[src/logic/mac_io_pkg.sv]
`default_nettype none

package mac_io_pkg;

  // ====================
  // Address map
  // ====================
  typedef logic [23:1] word_addr_t; // CPU word address, A0 comes from the strobes

  // Decoded target of a bus cycle
  typedef enum logic [2:0] {
    region_none,
    region_rom,
    region_ram,
    region_scsi,
    region_scc,
    region_iwm,
    region_via
  } region_e;

  localparam logic [23:0] c_ram_base_normal = 24'h600000; // RAM while ROM sits at 0

  // ====================
  // VIA
  // ====================
  // Register select, word address bits 12 to 9
  typedef enum logic [3:0] {
    via_portb    = 4'h0,
    via_ddrb     = 4'h2,
    via_ddra     = 4'h3,
    via_t1c_lo   = 4'h4,
    via_t1c_hi   = 4'h5,
    via_t1l_lo   = 4'h6,
    via_t1l_hi   = 4'h7,
    via_t2_lo    = 4'h8,
    via_t2_hi    = 4'h9,
    via_sr       = 4'hA,
    via_acr      = 4'hB,
    via_pcr      = 4'hC,
    via_ifr      = 4'hD,
    via_ier      = 4'hE,
    via_porta    = 4'hF
  } via_reg_e;

  // IFR and IER bit positions
  typedef enum logic [2:0] {
    int_onesec   = 3'd0,
    int_vblank   = 3'd1,
    int_keyready = 3'd2,
    int_keybit   = 3'd3,
    int_keyclk   = 3'd4,
    int_t2       = 3'd5,
    int_t1       = 3'd6
  } int_bit_e;

  localparam logic [7:0] c_via_porta_reset = 8'h7F; // Bit 4 set, ROM mirrored at 0
  localparam logic [7:0] c_via_portb_reset = 8'hFF;

  // ====================
  // SCC and bus
  // ====================
  localparam logic [7:0] c_scc_wr15_reset = 8'hF8; // DCD enable (bit 3) set
  localparam logic [7:0] c_pad_byte       = 8'hEF; // Low byte of 8-bit peripheral reads

endpackage

`default_nettype wire
[src/logic/mac_io_top.sv]
`timescale 1ns/1ps
`default_nettype none

module mac_io_top #(
  parameter int c_frames_per_sec = 60
) (
  input  wire                         clk_cpu,
  input  wire                         reset,
  // 68000 bus
  input  wire mac_io_pkg::word_addr_t i_addr,
  input  wire                         i_as_n,
  input  wire                         i_uds_n,
  input  wire                         i_lds_n,
  input  wire                         i_rw,         // 1 read
  input  wire [15:0]                  i_wdata,
  input  wire [15:0]                  i_ext_rdata,
  // Video timing and mouse lines
  input  wire                         i_vsync,
  input  wire                         i_hsync,
  input  wire                         i_mouse_x1,
  input  wire                         i_mouse_y1,
  input  wire                         i_mouse_x2,
  input  wire                         i_mouse_y2,
  input  wire                         i_mouse_button,
  output logic [15:0]                 o_rdata,
  output logic [2:0]                  o_ipl_n,
  output mac_io_pkg::region_e         o_region,
  output logic [23:0]                 o_ram_addr
);

  logic       via_cs;
  logic       scc_cs;
  logic       overlay;
  logic [7:0] via_rdata;
  logic       via_irq;
  logic [7:0] scc_rdata;
  logic       scc_irq;

  mac_addr_decode mac_addr_decode_i (
    .i_addr     (i_addr),
    .i_as_n     (i_as_n),
    .i_overlay  (overlay),
    .o_region   (o_region),
    .o_via_cs   (via_cs),
    .o_scc_cs   (scc_cs),
    .o_ram_addr (o_ram_addr)
  );

  mac_via #(
    .c_frames_per_sec (c_frames_per_sec)
  ) mac_via_i (
    .clk_cpu        (clk_cpu),
    .reset          (reset),
    .i_via_cs       (via_cs),
    .i_reg          (mac_io_pkg::via_reg_e'(i_addr[12:9])),
    .i_rw           (i_rw),
    .i_uds_n        (i_uds_n),
    .i_wdata_hi     (i_wdata[15:8]),
    .i_vsync        (i_vsync),
    .i_hsync        (i_hsync),
    .i_mouse_x2     (i_mouse_x2),
    .i_mouse_y2     (i_mouse_y2),
    .i_mouse_button (i_mouse_button),
    .i_scc_wreq     (1'b0),          // SCC wait/request line not brought out here
    .o_via_rdata    (via_rdata),
    .o_via_irq      (via_irq),
    .o_overlay      (overlay)
  );

  mac_scc_mouse mac_scc_mouse_i (
    .clk_cpu     (clk_cpu),
    .reset       (reset),
    .i_scc_cs    (scc_cs),
    .i_as_n      (i_as_n),
    .i_rs        (i_addr[2:1]),   // Channel and control/data
    .i_rw        (i_rw),
    .i_uds_n     (i_uds_n),
    .i_lds_n     (i_lds_n),
    .i_wdata_hi  (i_wdata[15:8]),
    .i_mouse_x1  (i_mouse_x1),
    .i_mouse_y1  (i_mouse_y1),
    .o_scc_rdata (scc_rdata),
    .o_scc_irq   (scc_irq)
  );

  mac_bus_result mac_bus_result_i (
    .i_region    (o_region),
    .i_uds_n     (i_uds_n),
    .i_lds_n     (i_lds_n),
    .i_via_rdata (via_rdata),
    .i_scc_rdata (scc_rdata),
    .i_ext_rdata (i_ext_rdata),
    .i_via_irq   (via_irq),
    .i_scc_irq   (scc_irq),
    .o_rdata     (o_rdata),
    .o_ipl_n     (o_ipl_n)
  );

endmodule

`default_nettype wire

[src/logic/mac_bus_result.sv]
`timescale 1ns/1ps
`default_nettype none

module mac_bus_result (
  input  wire mac_io_pkg::region_e i_region,
  input  wire                      i_uds_n,
  input  wire                      i_lds_n,
  input  wire [7:0]                i_via_rdata,
  input  wire [7:0]                i_scc_rdata,
  input  wire [15:0]               i_ext_rdata,  // ROM, RAM, IWM and SCSI
  input  wire                      i_via_irq,
  input  wire                      i_scc_irq,
  output logic [15:0]              o_rdata,
  output logic [2:0]               o_ipl_n       // {IPL2, IPL1, IPL0}, active low
);

  // ====================
  // CPU read data
  // ====================
  always_comb begin
    case (i_region)
      mac_io_pkg::region_via: o_rdata = {i_via_rdata, mac_io_pkg::c_pad_byte};
      mac_io_pkg::region_scc: begin
        if (!i_uds_n || !i_lds_n) o_rdata = {i_scc_rdata, mac_io_pkg::c_pad_byte};
        else                      o_rdata = 16'h0000; // No strobe, no SCC cycle
      end
      mac_io_pkg::region_rom,
      mac_io_pkg::region_ram,
      mac_io_pkg::region_iwm,
      mac_io_pkg::region_scsi: o_rdata = i_ext_rdata;
      default:                 o_rdata = 16'h0000; // Unmapped
    endcase
  end

  // ====================
  // Interrupt priority
  // ====================
  always_comb begin
    if (i_via_irq)      o_ipl_n = 3'b110; // Level 1
    else if (i_scc_irq) o_ipl_n = 3'b101; // Level 2
    else                o_ipl_n = 3'b111;
  end

endmodule

`default_nettype wire

[src/logic/mac_scc_mouse.sv]
`timescale 1ns/1ps
`default_nettype none

module mac_scc_mouse (
  input  wire       clk_cpu,
  input  wire       reset,
  input  wire       i_scc_cs,
  input  wire       i_as_n,
  input  wire [1:0] i_rs,        // Bit 0 channel A, bit 1 data
  input  wire       i_rw,
  input  wire       i_uds_n,
  input  wire       i_lds_n,
  input  wire [7:0] i_wdata_hi,
  input  wire       i_mouse_x1,  // DCD A
  input  wire       i_mouse_y1,  // DCD B
  output logic [7:0] o_scc_rdata,
  output logic       o_scc_irq
);

  logic       scc8_cs;
  logic       wreg_a;
  logic       wreg_b;
  logic       wr9_cmd;
  logic       hw_reset;
  logic       chan_a_rst;
  logic       chan_b_rst;
  logic       reset_scc;
  logic       ext_reset_a;
  logic       ext_reset_b;
  logic       do_latch_a;
  logic       do_latch_b;
  logic [3:0] rindex;        // Current register pointer
  logic [3:0] rindex_next;   // Applied once the cycle ends
  logic [5:0] wr9;           // Bit 3 master interrupt enable
  logic [7:0] wr1_a, wr1_b;  // Bit 0 external interrupt enable
  logic [7:0] wr15_a, wr15_b;
  logic       latch_open_a, latch_open_b;
  logic       dcd_latch_a, dcd_latch_b;
  logic       ip_a, ip_b;    // External interrupt pending
  logic [2:0] vec_stat;

  // ====================
  // Write decode
  // ====================
  assign scc8_cs = i_scc_cs && (!i_uds_n || !i_lds_n);
  assign wreg_a  = scc8_cs && !i_rw && !i_rs[1] && i_rs[0];
  assign wreg_b  = scc8_cs && !i_rw && !i_rs[1] && !i_rs[0];
  assign wr9_cmd = (wreg_a || wreg_b) && (rindex == 4'd9);

  assign hw_reset   = wr9_cmd && (i_wdata_hi[7:6] == 2'b11);
  assign chan_a_rst = hw_reset || (wr9_cmd && (i_wdata_hi[7:6] == 2'b10));
  assign chan_b_rst = hw_reset || (wr9_cmd && (i_wdata_hi[7:6] == 2'b01));
  assign reset_scc  = reset || hw_reset;

  // Command 0x10 in WR0
  assign ext_reset_a = wreg_a && (rindex == 4'd0) && (i_wdata_hi[5:3] == 3'b010);
  assign ext_reset_b = wreg_b && (rindex == 4'd0) && (i_wdata_hi[5:3] == 3'b010);

  // Level change against the latch while DCD is enabled
  assign do_latch_a = latch_open_a && wr15_a[3] && (i_mouse_x1 != dcd_latch_a);
  assign do_latch_b = latch_open_b && wr15_b[3] && (i_mouse_y1 != dcd_latch_b);

  assign o_scc_irq = wr9[3] && (ip_a || ip_b);

  // WR1 and WR9
  always_ff @(posedge clk_cpu) begin
    if (reset) begin
      wr9   <= '0;
      wr1_a <= '0;
      wr1_b <= '0;
    end else begin
      if (wr9_cmd) wr9 <= i_wdata_hi[5:0];
      if (chan_a_rst) wr1_a <= {2'b00, wr1_a[5], 2'b00, wr1_a[2], 2'b00}; // Keep 5 and 2
      else if (wreg_a && rindex == 4'd1) wr1_a <= i_wdata_hi;
      if (chan_b_rst) wr1_b <= {2'b00, wr1_b[5], 2'b00, wr1_b[2], 2'b00};
      else if (wreg_b && rindex == 4'd1) wr1_b <= i_wdata_hi;
    end
  end

  // ====================
  // Pointer, WR15, DCD
  // ====================
  always_ff @(posedge clk_cpu) begin
    if (reset_scc) begin
      rindex       <= '0;
      rindex_next  <= '0;
      wr15_a       <= mac_io_pkg::c_scc_wr15_reset;
      wr15_b       <= mac_io_pkg::c_scc_wr15_reset;
      latch_open_a <= 1'b1;
      latch_open_b <= 1'b1;
      dcd_latch_a  <= 1'b0;
      dcd_latch_b  <= 1'b0;
      ip_a         <= 1'b0;
      ip_b         <= 1'b0;
    end else begin
      if (i_as_n) rindex <= rindex_next; // Pointer moves between cycles
      if (scc8_cs && !i_rs[1]) begin
        rindex_next <= '0;               // Any control access returns to 0
        if (!i_rw && rindex == 4'd0) begin
          rindex_next <= {i_wdata_hi[5:3] == 3'b001, i_wdata_hi[2:0]}; // Point high cmd
        end
      end
      if (rindex == 4'd15) begin
        if (wreg_a) wr15_a <= i_wdata_hi;
        if (wreg_b) wr15_b <= i_wdata_hi;
      end

      if (ext_reset_a) begin  // Reopen and ack
        latch_open_a <= 1'b1;
        ip_a         <= 1'b0;
      end else if (do_latch_a) begin
        latch_open_a <= 1'b0;
        if (wr1_a[0]) ip_a <= 1'b1;
      end
      if (ext_reset_b) begin
        latch_open_b <= 1'b1;
        ip_b         <= 1'b0;
      end else if (do_latch_b) begin
        latch_open_b <= 1'b0;
        if (wr1_b[0]) ip_b <= 1'b1;
      end
      if (do_latch_a) dcd_latch_a <= i_mouse_x1;
      if (do_latch_b) dcd_latch_b <= i_mouse_y1;
    end
  end

  // Status vector in RR2 B, channel A first
  assign vec_stat = ip_a ? 3'b101 : (ip_b ? 3'b001 : 3'b011);

  always_comb begin
    o_scc_rdata = 8'h00;
    case (rindex)
      4'd0: begin // RR0, DCD shows the latched level while enabled
        if (i_rs[0]) o_scc_rdata = {4'b0100, wr15_a[3] ? dcd_latch_a : i_mouse_x1, 3'b100};
        else         o_scc_rdata = {4'b0100, wr15_b[3] ? dcd_latch_b : i_mouse_y1, 3'b100};
      end
      4'd2: if (!i_rs[0]) o_scc_rdata = {4'b0000, vec_stat, 1'b0};
      4'd3: if (i_rs[0])  o_scc_rdata = {4'b0000, ip_a, 2'b00, ip_b}; // RR3 A only
      default: o_scc_rdata = 8'h00;
    endcase
  end

endmodule

`default_nettype wire

[src/logic/mac_via.sv]
`timescale 1ns/1ps
`default_nettype none

module mac_via #(
  parameter int c_frames_per_sec = 60 // VBLANKs per one-second tick
) (
  input  wire                       clk_cpu,
  input  wire                       reset,
  input  wire                       i_via_cs,
  input  wire mac_io_pkg::via_reg_e i_reg,
  input  wire                       i_rw,
  input  wire                       i_uds_n,
  input  wire [7:0]                 i_wdata_hi,
  input  wire                       i_vsync,
  input  wire                       i_hsync,
  input  wire                       i_mouse_x2,
  input  wire                       i_mouse_y2,
  input  wire                       i_mouse_button,
  input  wire                       i_scc_wreq,
  output logic [7:0]                o_via_rdata,
  output logic                      o_via_irq,
  output logic                      o_overlay
);

  localparam int c_cnt_w = $clog2(c_frames_per_sec + 1);

  logic [7:0]         porta_out;   // Port A output latch
  logic [7:0]         portb_out;   // Port B output latch
  logic               b0_ddr;      // RTC data direction
  logic [7:0]         acr;
  logic [6:0]         ifr;
  logic [6:0]         ier;
  logic [15:0]        t1_count;
  logic [15:0]        t1_latch;
  logic [15:0]        t2_count;
  logic [7:0]         t2_latch_lo; // Waits for the high byte
  logic [7:0]         sr;
  logic               vsync_q;
  logic [c_cnt_w-1:0] frame_cnt;
  logic               wr_en;
  logic               rd_en;
  logic               vsync_fall;

  // VIA sits on the upper data byte
  assign wr_en      = i_via_cs && !i_uds_n && !i_rw;
  assign rd_en      = i_via_cs && !i_uds_n && i_rw;
  assign vsync_fall = vsync_q && !i_vsync;

  assign o_via_irq = |(ifr & ier);
  assign o_overlay = ~porta_out[4];

  // ====================
  // Control registers
  // ====================
  always_ff @(posedge clk_cpu) begin
    if (reset) begin
      porta_out <= mac_io_pkg::c_via_porta_reset;
      portb_out <= mac_io_pkg::c_via_portb_reset;
      b0_ddr    <= 1'b1;
      acr       <= '0;
      ifr       <= '0;
      ier       <= '0;
      vsync_q   <= 1'b0;
      frame_cnt <= '0;
    end else begin
      if (wr_en) begin
        case (i_reg)
          mac_io_pkg::via_portb: portb_out <= i_wdata_hi;
          mac_io_pkg::via_ddrb:  b0_ddr    <= i_wdata_hi[0];
          mac_io_pkg::via_t2_hi: ifr[mac_io_pkg::int_t2] <= 1'b0; // Reload acks timer 2
          mac_io_pkg::via_sr: begin
            if (acr[4:2] == 3'b111) ifr[mac_io_pkg::int_keyready] <= 1'b1; // Shift out done
          end
          mac_io_pkg::via_acr:   acr <= i_wdata_hi;
          mac_io_pkg::via_ifr:   ifr <= ifr & ~i_wdata_hi[6:0]; // Write 1 to clear
          mac_io_pkg::via_ier: begin
            if (i_wdata_hi[7]) ier <= ier | i_wdata_hi[6:0];   // Bit 7 picks set or clear
            else               ier <= ier & ~i_wdata_hi[6:0];
          end
          mac_io_pkg::via_porta: porta_out <= i_wdata_hi;
          default: ;
        endcase
      end else if (rd_en) begin
        case (i_reg) // Read side effects
          mac_io_pkg::via_portb: begin
            ifr[mac_io_pkg::int_keyclk] <= 1'b0;
            ifr[mac_io_pkg::int_keybit] <= 1'b0;
          end
          mac_io_pkg::via_t2_lo: ifr[mac_io_pkg::int_t2]       <= 1'b0;
          mac_io_pkg::via_sr:    ifr[mac_io_pkg::int_keyready] <= 1'b0;
          mac_io_pkg::via_porta: begin
            ifr[mac_io_pkg::int_onesec] <= 1'b0;
            ifr[mac_io_pkg::int_vblank] <= 1'b0;
          end
          default: ;
        endcase
      end

      // Frame timing, set beats a clearing read
      vsync_q <= i_vsync;
      if (vsync_fall) begin
        ifr[mac_io_pkg::int_vblank] <= 1'b1;
        if (frame_cnt == c_cnt_w'(c_frames_per_sec - 1)) begin
          ifr[mac_io_pkg::int_onesec] <= 1'b1;
          frame_cnt <= '0;
        end else begin
          frame_cnt <= frame_cnt + 1'b1;
        end
      end
    end
  end

  // ====================
  // Timers and shift reg
  // ====================
  always_ff @(posedge clk_cpu) begin
    if (wr_en) begin
      case (i_reg)
        mac_io_pkg::via_t1c_lo: t1_count[7:0]  <= i_wdata_hi;
        mac_io_pkg::via_t1c_hi: t1_count[15:8] <= i_wdata_hi;
        mac_io_pkg::via_t1l_lo: t1_latch[7:0]  <= i_wdata_hi;
        mac_io_pkg::via_t1l_hi: t1_latch[15:8] <= i_wdata_hi;
        mac_io_pkg::via_t2_lo:  t2_latch_lo    <= i_wdata_hi;
        mac_io_pkg::via_t2_hi:  t2_count       <= {i_wdata_hi, t2_latch_lo}; // Full load
        mac_io_pkg::via_sr:     sr             <= i_wdata_hi;
        default: ;
      endcase
    end
  end

  // Read mux, selected further by the bus block
  always_comb begin
    case (i_reg)
      mac_io_pkg::via_portb:  o_via_rdata = {portb_out[7], ~i_hsync, i_mouse_y2, i_mouse_x2,
                                             i_mouse_button, portb_out[2:1],
                                             b0_ddr ? portb_out[0] : 1'b0};
      mac_io_pkg::via_ddrb:   o_via_rdata = {7'b1000011, b0_ddr};
      mac_io_pkg::via_ddra:   o_via_rdata = 8'h7F;
      mac_io_pkg::via_t1c_lo: o_via_rdata = t1_count[7:0];
      mac_io_pkg::via_t1c_hi: o_via_rdata = t1_count[15:8];
      mac_io_pkg::via_t1l_lo: o_via_rdata = t1_latch[7:0];
      mac_io_pkg::via_t1l_hi: o_via_rdata = t1_latch[15:8];
      mac_io_pkg::via_t2_lo:  o_via_rdata = t2_count[7:0];
      mac_io_pkg::via_t2_hi:  o_via_rdata = t2_count[15:8];
      mac_io_pkg::via_sr:     o_via_rdata = sr;
      mac_io_pkg::via_acr:    o_via_rdata = acr;
      mac_io_pkg::via_pcr:    o_via_rdata = 8'h00;
      mac_io_pkg::via_ifr:    o_via_rdata = {o_via_irq, ifr}; // Bit 7 is any enabled pending
      mac_io_pkg::via_ier:    o_via_rdata = {1'b0, ier};
      mac_io_pkg::via_porta:  o_via_rdata = {i_scc_wreq, porta_out[6:0]};
      default:                o_via_rdata = 8'hBE;            // Unused select 1
    endcase
  end

endmodule

`default_nettype wire

[src/logic/mac_addr_decode.sv]
`timescale 1ns/1ps
`default_nettype none

module mac_addr_decode (
  input  wire mac_io_pkg::word_addr_t i_addr,
  input  wire                         i_as_n,
  input  wire                         i_overlay,  // High once ROM leaves address 0
  output mac_io_pkg::region_e         o_region,
  output logic                        o_via_cs,
  output logic                        o_scc_cs,
  output logic [23:0]                 o_ram_addr  // Byte offset into RAM
);

  logic [23:0] ram_base;

  // ====================
  // Region map
  // ====================
  always_comb begin
    o_region = mac_io_pkg::region_none;
    if (!i_as_n) begin // Nothing selected between cycles
      casez (i_addr[23:20])
        4'b00??: begin
          if (i_overlay) o_region = mac_io_pkg::region_ram;
          else           o_region = mac_io_pkg::region_rom; // Boot mapping
        end
        4'b0100: begin
          if (!i_addr[17]) o_region = mac_io_pkg::region_rom;
        end
        4'b0101: begin
          if (i_addr[19:12] == 8'h80) o_region = mac_io_pkg::region_scsi;
        end
        4'b0110: begin
          if (!i_overlay) o_region = mac_io_pkg::region_ram; // RAM shadow at 0x600000
        end
        4'b10?1: o_region = mac_io_pkg::region_scc;  // 0x9 and 0xB
        4'b1101: o_region = mac_io_pkg::region_iwm;
        4'b1110: o_region = mac_io_pkg::region_via;
        default: o_region = mac_io_pkg::region_none;
      endcase
    end
  end

  assign o_via_cs = (o_region == mac_io_pkg::region_via);
  assign o_scc_cs = (o_region == mac_io_pkg::region_scc);

  // RAM sits at 0 once overlay is lifted, else at the normal base
  assign ram_base   = i_overlay ? 24'h000000 : mac_io_pkg::c_ram_base_normal;
  assign o_ram_addr = {i_addr, 1'b0} - ram_base;

endmodule

`default_nettype wire

[config.mk]
export PLATFORM = sky130hd
export DESIGN_NAME = mac_io_top
export DESIGN_NICKNAME = d
export VERILOG_FILES = /design/src/logic/mac_io_pkg.sv /design/src/logic/mac_io_top.sv /design/src/logic/mac_bus_result.sv /design/src/logic/mac_scc_mouse.sv /design/src/logic/mac_via.sv /design/src/logic/mac_addr_decode.sv
export SDC_FILE = /design/constraint.sdc
export NUM_CORES = 1
export LEC_CHECK = 0
export ABC_AREA = 1
export BUFFER_PORTS_ARGS = -buffer_cell sky130_fd_sc_hd__buf_2
export CAP_MARGIN = 25
export CORE_MARGIN = 4
export CORE_UTILIZATION = 50
export CTS_BUF_LIST = sky130_fd_sc_hd__clkbuf_8
export CTS_CLUSTER_DIAMETER = 120
export DETAILED_ROUTE_END_ITERATION = 6
export GPL_TIMING_DRIVEN = 0
export PLACE_DENSITY = 0.69
export SYNTH_ARGS = -nofsm -noshare
export SYNTH_HDL_FRONTEND = slang
export SYNTH_SLANG_ARGS = --single-unit
[constraint.sdc]
create_clock -name clk_cpu -period 2.3 [get_ports clk_cpu]
set_input_delay 0.23 -clock clk_cpu [delete_from_list [all_inputs] [get_ports clk_cpu]]
set_output_delay 0.23 -clock clk_cpu [all_outputs]
set_load 0.01 [all_outputs]
==> results of run 1 <==
registers in the layout, indices dropped and copies added, names as in the netlist, 4 cells and up, named ones only:
register	count
mac_via_i.frame_cnt	6
mac_scc_mouse_i.rindex_next	4
mac_via_i.t2_count	16
mac_via_i.t2_latch_lo	8
mac_via_i.porta_out	7
mac_via_i.sr	8
mac_scc_mouse_i.rindex	4
mac_via_i.ifr	7
mac_via_i.t1_latch	16
mac_via_i.t1_count	16
mac_via_i.portb_out	4
mac_via_i.acr	8
stage by stage:
stage,worst slack [ns],utilization
after floorplan,0.349,-
after global placement,-0.412,0.572
after detailed placement,-0.381,0.572
after CTS,-0.111,0.615
after global routing,-0.0308,0.629
final,-0.0121,0.629
layer usage:
| layer | track usage | vias up | share of wire |
|---|---|---|---|
| li1 | - | 2590 | - |
| met1 | 0.334 | 2456 | 0.42 |
| met2 | 0.407 | 258 | 0.47 |
| met3 | 0.0705 | 27 | 0.095 |
| met4 | 0.0757 | 2 | 0.017 |
| met5 | 0.0296 | - | 0.0032 |
placed cells by master (no fill, tap or decap), types with 3 or more instances in the layout:
master	n
a32o_1	3
nor2_4	8
nand2_2	8
buf_4	31
edfxtp_1	64
nor3_2	3
nor3_1	7
clkbuf_8	18
a211oi_2	3
nor2_1	69
inv_2	7
o211ai_1	14
buf_2	98
dfxtp_1	59
o21ai_0	39
clkinv_2	4
a22o_1	7
clkinvlp_4	5
clkbuf_1	4
inv_1	71
nand2_1	167
nand3_1	32
nand4_1	14
nor2_2	6
nor3_4	3
a21oi_1	37
bufinv_16	3
a221oi_1	4
o2111ai_1	3
a211oi_1	3
report_power, final:
group | switching [mW] | leakage [nW] | internal [mW]
Combinational | 0.325 | 1.91 | 0.185
Sequential | 0.0151 | 1.06 | 2.34
Clock | 0.892 | 0.203 | 1.10
Total | 1.23 | 3.18 | 3.63
worst max path at each step:
stage,from,slack [ns],cells after the start,to
5_1_grt,i_addr[8],-0.03,13,o_rdata[11]
2_1_floorplan,i_as_n,0.35,8,mac_via_i.t1_latch[0]
6_report,i_addr[8],-0.01,13,o_rdata[11]
4_1_cts,i_addr[8],-0.11,12,o_rdata[11]
3_3_place_gp,i_addr[8],-0.41,12,o_rdata[11]
3_5_place_dp,i_addr[8],-0.38,12,o_rdata[11]
cell type report:
class / count / area (um^2)
Buffer: 30 / 215
Clock buffer: 18 / 248
Clock inverter: 14 / 169
Fill cell: 995 / 4260
Inverter: 82 / 314
Multi-Input combinational cell: 459 / 2400
Sequential cell: 124 / 3130
Tap cell: 143 / 179
Timing Repair Buffer: 106 / 556
critical path, stage by stage:
cell and delay [ns]:
buf_2 0.14, inv_2 0.08, nand2_1 0.08, inv_1 0.08, nand2_2 0.12, inv_2 0.10
nand2_1 0.11, nand4_1 0.28, a211oi_2 0.33, nand2_1 0.09, o21ai_2 0.16, o211ai_1 0.11
buf_2 0.15
timing repair:
action                     CTS  global route
hold buffers                 1             0
gates cloned                 0             1
buffers inserted             0             8
setup endpoints to repair   71            29
gates resized for setup     22            26
hold endpoints to repair     1             0
pin swaps                    0             7
cell families (layout without fill, tap and decap cells):
logic type      after synthesis  in the layout
simple gates                326            326
compound gates              125            125
flops                       124            124
buf+inv                     112            250
fa+ha+maj                     3              3
other cells                   2              2
xor+xnor                      2              2
mux                           1              1
==> flow_metrics.py, run 1 <==
metrics = {
    "clocking": {
        "clk_path_buf_depth": 2,
        "cts_root_buf": "clkbuf_8",
        "cts_made_buffers": 17,
        "clk_pin_slew_ns": 0.07,
        "cts_tree": "built",
        "clk_latency_ns": 0.44,
        "htreeDepth": 4,
        "clock-sinks": 124,
    },
    "min_path": {
        "min_path_cells": 3,
        "hold_end": "mac_scc_mouse_i.dcd_latch_b",
        "min_from": "i_mouse_y1",
        "hold_class": "in2reg",
    },
    "global_routing": {
        "grt_pass1_wl_um": 25600,
        "grt_max_degree": 17,
        "antenna_found_initial": 0,
        "grt_usage": 0.253,
        "grt-ovfl-total": 0,
        "grt_pass1_vias": 4882,
    },
    "sta": {
        "rsz0062_at_grt": "true",
        "drv_slew": 0,
        "worst_slack_ns": -0.0121,
        "relSlewSlack": 0.575,
        "setup_violations": 1,
        "tightest_slew_ns": 0.635,
        "period_needed_ns": 2.31,
        "holdWs_ns": 0.100,
        "timing.fmax_mhz": 432,
        "finalSetupTns_ns": -0.0121,
        "final_hold_viol_count": 0,
        "clock_skew_ns": 0.00795,
        "period_share": 1.01,
    },
    "detailed_routing": {
        "ant_nets": 0,
        "drtIter0Drc": 423,
        "vias_per_cell": 5.46,
        "drt_pass1_iterations": 5,
        "vias": 5333,
        "wl_um": 17200,
        "drt_drc_violations_left": 0,
        "wl_per_cell_um": 17.6,
    },
    "synth": {
        "synth_top_family_by_area": "simple AND/OR/NAND/NOR gates",
        "synth_most_common_cell": "nand2_1",
        "syn_area_per_cell_um2": 8.49,
        "ys_seq_elements": 124,
        "syn-num-nets": 766,
        "synth_edf_count": 64,
        "synthCells": 695,
        "synth.distinct_cells": 47,
        "seq_area_frac_synth": 0.529,
        "synth_top_area_frac": 0.326,
        "synth_flop_cell": "edfxtp_1",
        "syn_area_um2": 5900,
        "synthXorXnorAreaFrac": 0.00297,
        "netlist_top_cells_area": "edfxtp_1 33%, dfxtp_1 20%, nand2_1 11%",
        "synthTopCellsByCount": "173 x nand2_1, 80 x nor2_1, 76 x inv_1, 64 x edfxtp_1, 60 x dfxtp_1",
        "synth_top_area_cell": "edfxtp_1",
        "synth_compound_area_frac": 0.132,
        "yosys_warnings": 0,
        "synth-simple-area-share": 0.237,
        "muxShareOfSynthArea": 0.00170,
        "synthAdderAreaFrac": 0.00763,
        "async_flop_share": 0,
    },
    "worst_setup_path": {
        "cp_max_fo": 8,
        "regToRegSetupSlack_ns": 0.09,
        "worstReg2RegEnd": "mac_via_i.t1_count[8]",
        "worst_setup_path_start_kind": "input pin",
        "cp-end-kind": "output pin",
        "required_ns": 2.07,
        "reg2reg_from": "mac_via_i.porta_out[4]",
        "arrival_ns": 2.08,
        "reg2reg_depth": 8,
        "crit_type": "in2out",
    },
    "layout": {
        "fin_cells": 976,
        "design_area_um2": 7210,
        "n_antenna_cell": 0,
        "drive_above_1_share": 0.256,
        "area_growth_pct": 22.2,
        "nNetsFinal": 891,
    },
    "floorplan": {
        "die_area_um2": 13600,
        "io_pins": 114,
        "start_util": 0.515,
        "rows": 39,
        "fp.dieH_um": 117,
        "die_x_um": 117,
        "core_area_um2": 11500,
    },
    "place": {
        "place_inst": 934,
        "portBuffers": 96,
        "dpl_cell_area_um2": 6560,
        "gp_congestion": 0.966,
        "place_hpwl_um": 12400,
    },
    "flow_run": {
        "maxCapViolations": 0,
    },
    "status": {
        "violations": "negative setup slack",
        "status": "complete, but fails checks",
    },
    "power": {
        "ir_drop_uv": 572,
        "p_leak_nw": 3.18,
        "total_power_mw": 4.86,
        "p_per_area_nw_per_um2": 674,
    },
}
Note: power is estimated with default switching activity, not from simulation.
==> run 2: changes to the inputs <==
--- a/config.mk
+++ b/config.mk
@@ -6,7 +6,7 @@
 export NUM_CORES = 1
 export LEC_CHECK = 0
 export ABC_AREA = 1
-export BUFFER_PORTS_ARGS = -buffer_cell sky130_fd_sc_hd__buf_2
+export BUFFER_PORTS_ARGS = -buffer_cell sky130_fd_sc_hd__buf_4
 export CAP_MARGIN = 25
 export CORE_MARGIN = 4
 export CORE_UTILIZATION = 50
==> run 2 against run 1 <==
Effect of this change: the run now ends clean; combinational power grew 11%; fmax grew 3.1%; sequential cell count is the same; routed wire length shrank 0.40%; utilization grew 1.6 points; sequential share of layout area shrank 1.1 points; first-iteration DRC count grew 0.71%; largest power group unchanged.
==> flow_metrics.py, run 2 (same netlist as run 1, synthesis figures left out) <==
metrics = {
    "status": {
        "status": "finished clean",
    },
    "detailed_routing": {
        "drt_drc_violations_left": 0,
        "vias_per_cell": 5.52,
        "wl_um": 17100,
        "vias": 5386,
        "wl_per_cell_um": 17.5,
        "drtIter0Drc": 426,
        "ant_nets": 0,
        "drt_pass1_iterations": 5,
    },
    "global_routing": {
        "grt_max_degree": 17,
        "grt_pass1_wl_um": 25500,
        "grt_pass1_vias": 4869,
        "grt-ovfl-total": 0,
        "antenna_found_initial": 0,
        "grt_usage": 0.250,
    },
    "sta": {
        "holdWs_ns": 0.0788,
        "relSlewSlack": 0.632,
        "timing.fmax_mhz": 446,
        "tightest_slew_ns": 0.552,
        "period_needed_ns": 2.24,
        "final_hold_viol_count": 0,
        "drv_slew": 0,
        "worst_slack_ns": 0.0567,
        "setup_violations": 0,
        "finalSetupTns_ns": 0,
        "period_share": 0.975,
        "clock_skew_ns": 0.00960,
        "rsz0062_at_grt": "true",
    },
    "worst_setup_path": {
        "arrival_ns": 2.01,
        "reg2reg_depth": 8,
        "cp_max_fo": 7,
        "cp-end-kind": "output pin",
        "required_ns": 2.07,
        "crit_type": "in2out",
        "slowest_delay_ns": 0.26,
        "cpMostUsedCell": "nand2_1",
        "worstPathCellList": "buf_4 > inv_1 > nor2_2 > nand2_1 > inv_1 > a22o_1 > a21oi_1 > o2111ai_1 > nand2_1 > nand2_1 > buf_4",
        "regToRegSetupSlack_ns": 0.10,
        "cp_top_family": "compound AO/OA/AOI/OAI gates",
        "critPathSlowestCell": "o2111ai_1",
        "worst-path-buf-inv": 4,
        "worst_setup_path_start_kind": "input pin",
        "worstReg2RegEnd": "mac_via_i.t1_count[14]",
        "reg2reg_from": "mac_via_i.porta_out[4]",
    },
    "layout": {
        "largestRegisters": "mac_via_i.t1_count x16, mac_via_i.t1_latch x16, mac_via_i.t2_count x16",
        "utilization": 0.645,
        "drive_above_1_share": 0.252,
        "final_cell_mix": "166 x nand2_1, 127 x buf_4, 74 x inv_1, 70 x nor2_1, 64 x edfxtp_1",
        "n_antenna_cell": 0,
        "fin_cells": 976,
        "area_growth_pct": 25.3,
        "nNetsFinal": 891,
        "final_common_cell": "nand2_1",
        "num-fill-cells": 975,
    },
    "power": {
        "p_per_area_nw_per_um2": 629,
        "switching_share": 0.265,
        "power_frac_clock": 0.372,
        "p_seq_frac": 0.506,
        "power_frac_comb": 0.122,
        "p_sw_mw": 1.23,
        "p_leak_nw": 3.23,
        "ir_drop_uv": 445,
        "power.internal_mw": 3.42,
    },
    "place": {
        "place_ws_ns": -0.314,
        "place_inst": 934,
        "place_hpwl_um": 12600,
        "portBuffers": 96,
        "gp_congestion": 0.963,
    },
    "flow_run": {
        "maxCapViolations": 0,
    },
    "clocking": {
        "clk_path_buf_depth": 2,
        "htreeDepth": 4,
        "clk_latency_ns": 0.44,
        "clock-sinks": 124,
        "cts_tree": "built",
        "cts_root_buf": "clkbuf_8",
        "cts_made_buffers": 17,
        "clk_pin_slew_ns": 0.07,
    },
    "min_path": {
        "hold_end": "mac_via_i.t1_latch[10]",
        "hold_class": "in2reg",
        "min_path_cells": 1,
        "min_from": "i_wdata[10]",
    },
    "floorplan": {
        "io_pins": 114,
        "die_x_um": 117,
        "die_area_um2": 13600,
        "core_area_um2": 11500,
        "rows": 39,
        "start_util": 0.515,
        "fp.dieH_um": 117,
    },
}
==> run 2: cell count changes in the layout (fill, tap and decap cells not counted), moves of 3 or more <==
cell and change:
clkinv_4 +3, nor2_4 -3, inv_1 +3, buf_4 +96, buf_2 -97, inv_2 -4
==> run 2: stage by stage <==
step | power, mW | instance area, um^2
after detailed placement | 2.94 | 6800
final | 4.65 | 7400
after global placement | 2.93 | 6800
after CTS | 4.66 | 7230
after floorplan | 2.67 | 5900
after global routing | 4.84 | 7400
==> run 2: worst max-delay path by stage <==
stage | startpoint | to | slack, ns | depth (start not counted)
5_1_grt | mac_via_i.porta_out[4] | o_rdata[13] | -0.03 | 12
6_report | i_addr[8] | o_rdata[15] | 0.06 | 11
2_1_floorplan | i_as_n | mac_via_i.t1_latch[0] | 0.35 | 8
3_3_place_gp | i_addr[11] | mac_via_i.t2_count[11] | -0.29 | 7
3_5_place_dp | i_addr[11] | mac_via_i.t2_count[11] | -0.31 | 7
4_1_cts | mac_via_i.porta_out[4] | o_rdata[11] | -0.02 | 9
==> run 2: final cells by class <==
| cell class | count | area, um^2 | area share |
|---|---|---|---|
| Sequential cell | 124 | 3130 | 0.423 |
| Multi-Input combinational cell | 459 | 2400 | 0.324 |
| Timing Repair Buffer | 105 | 791 | 0.107 |
| Inverter | 82 | 319 | 0.0431 |
| Clock buffer | 17 | 234 | 0.0316 |
| Buffer | 30 | 215 | 0.0291 |
| Tap cell | 143 | 179 | 0.0242 |
| Clock inverter | 15 | 129 | 0.0174 |
| Timing Repair inverter | 1 | 5.00 | 0.000677 |
==> run 2: per-layer routing <==
layer | up-vias | global-route usage | share of wire
met5 | - | 0 | 0
met1 | 2528 | 0.341 | 0.42
met2 | 254 | 0.407 | 0.47
met3 | 20 | 0.0513 | 0.094
li1 | 2584 | - | -
met4 | 0 | 0.0688 | 0.013
==> run 2: what timing repair did <==
| item | 4_1_cts | 5_1_grt |
|---|---|---|
| hold buffers | 1 | 0 |
| pin swaps | 2 | 6 |
| endpoints found under the hold margin | 1 | 0 |
| buffers inserted | 0 | 7 |
| cloned | 0 | 2 |
| gates resized for setup | 21 | 25 |
| endpoints found under the setup margin | 71 | 47 |
==> run 2: power by group through the flow <==
stage	sequential (mW)	clock, mW	combinational (mW)
CTS	2.36	1.76	0.542
global route	2.36	1.87	0.618
floorplan	2.40	0	0.268
global placement	2.41	0	0.522
finish	2.36	1.73	0.566
detailed placement	2.41	0	0.530
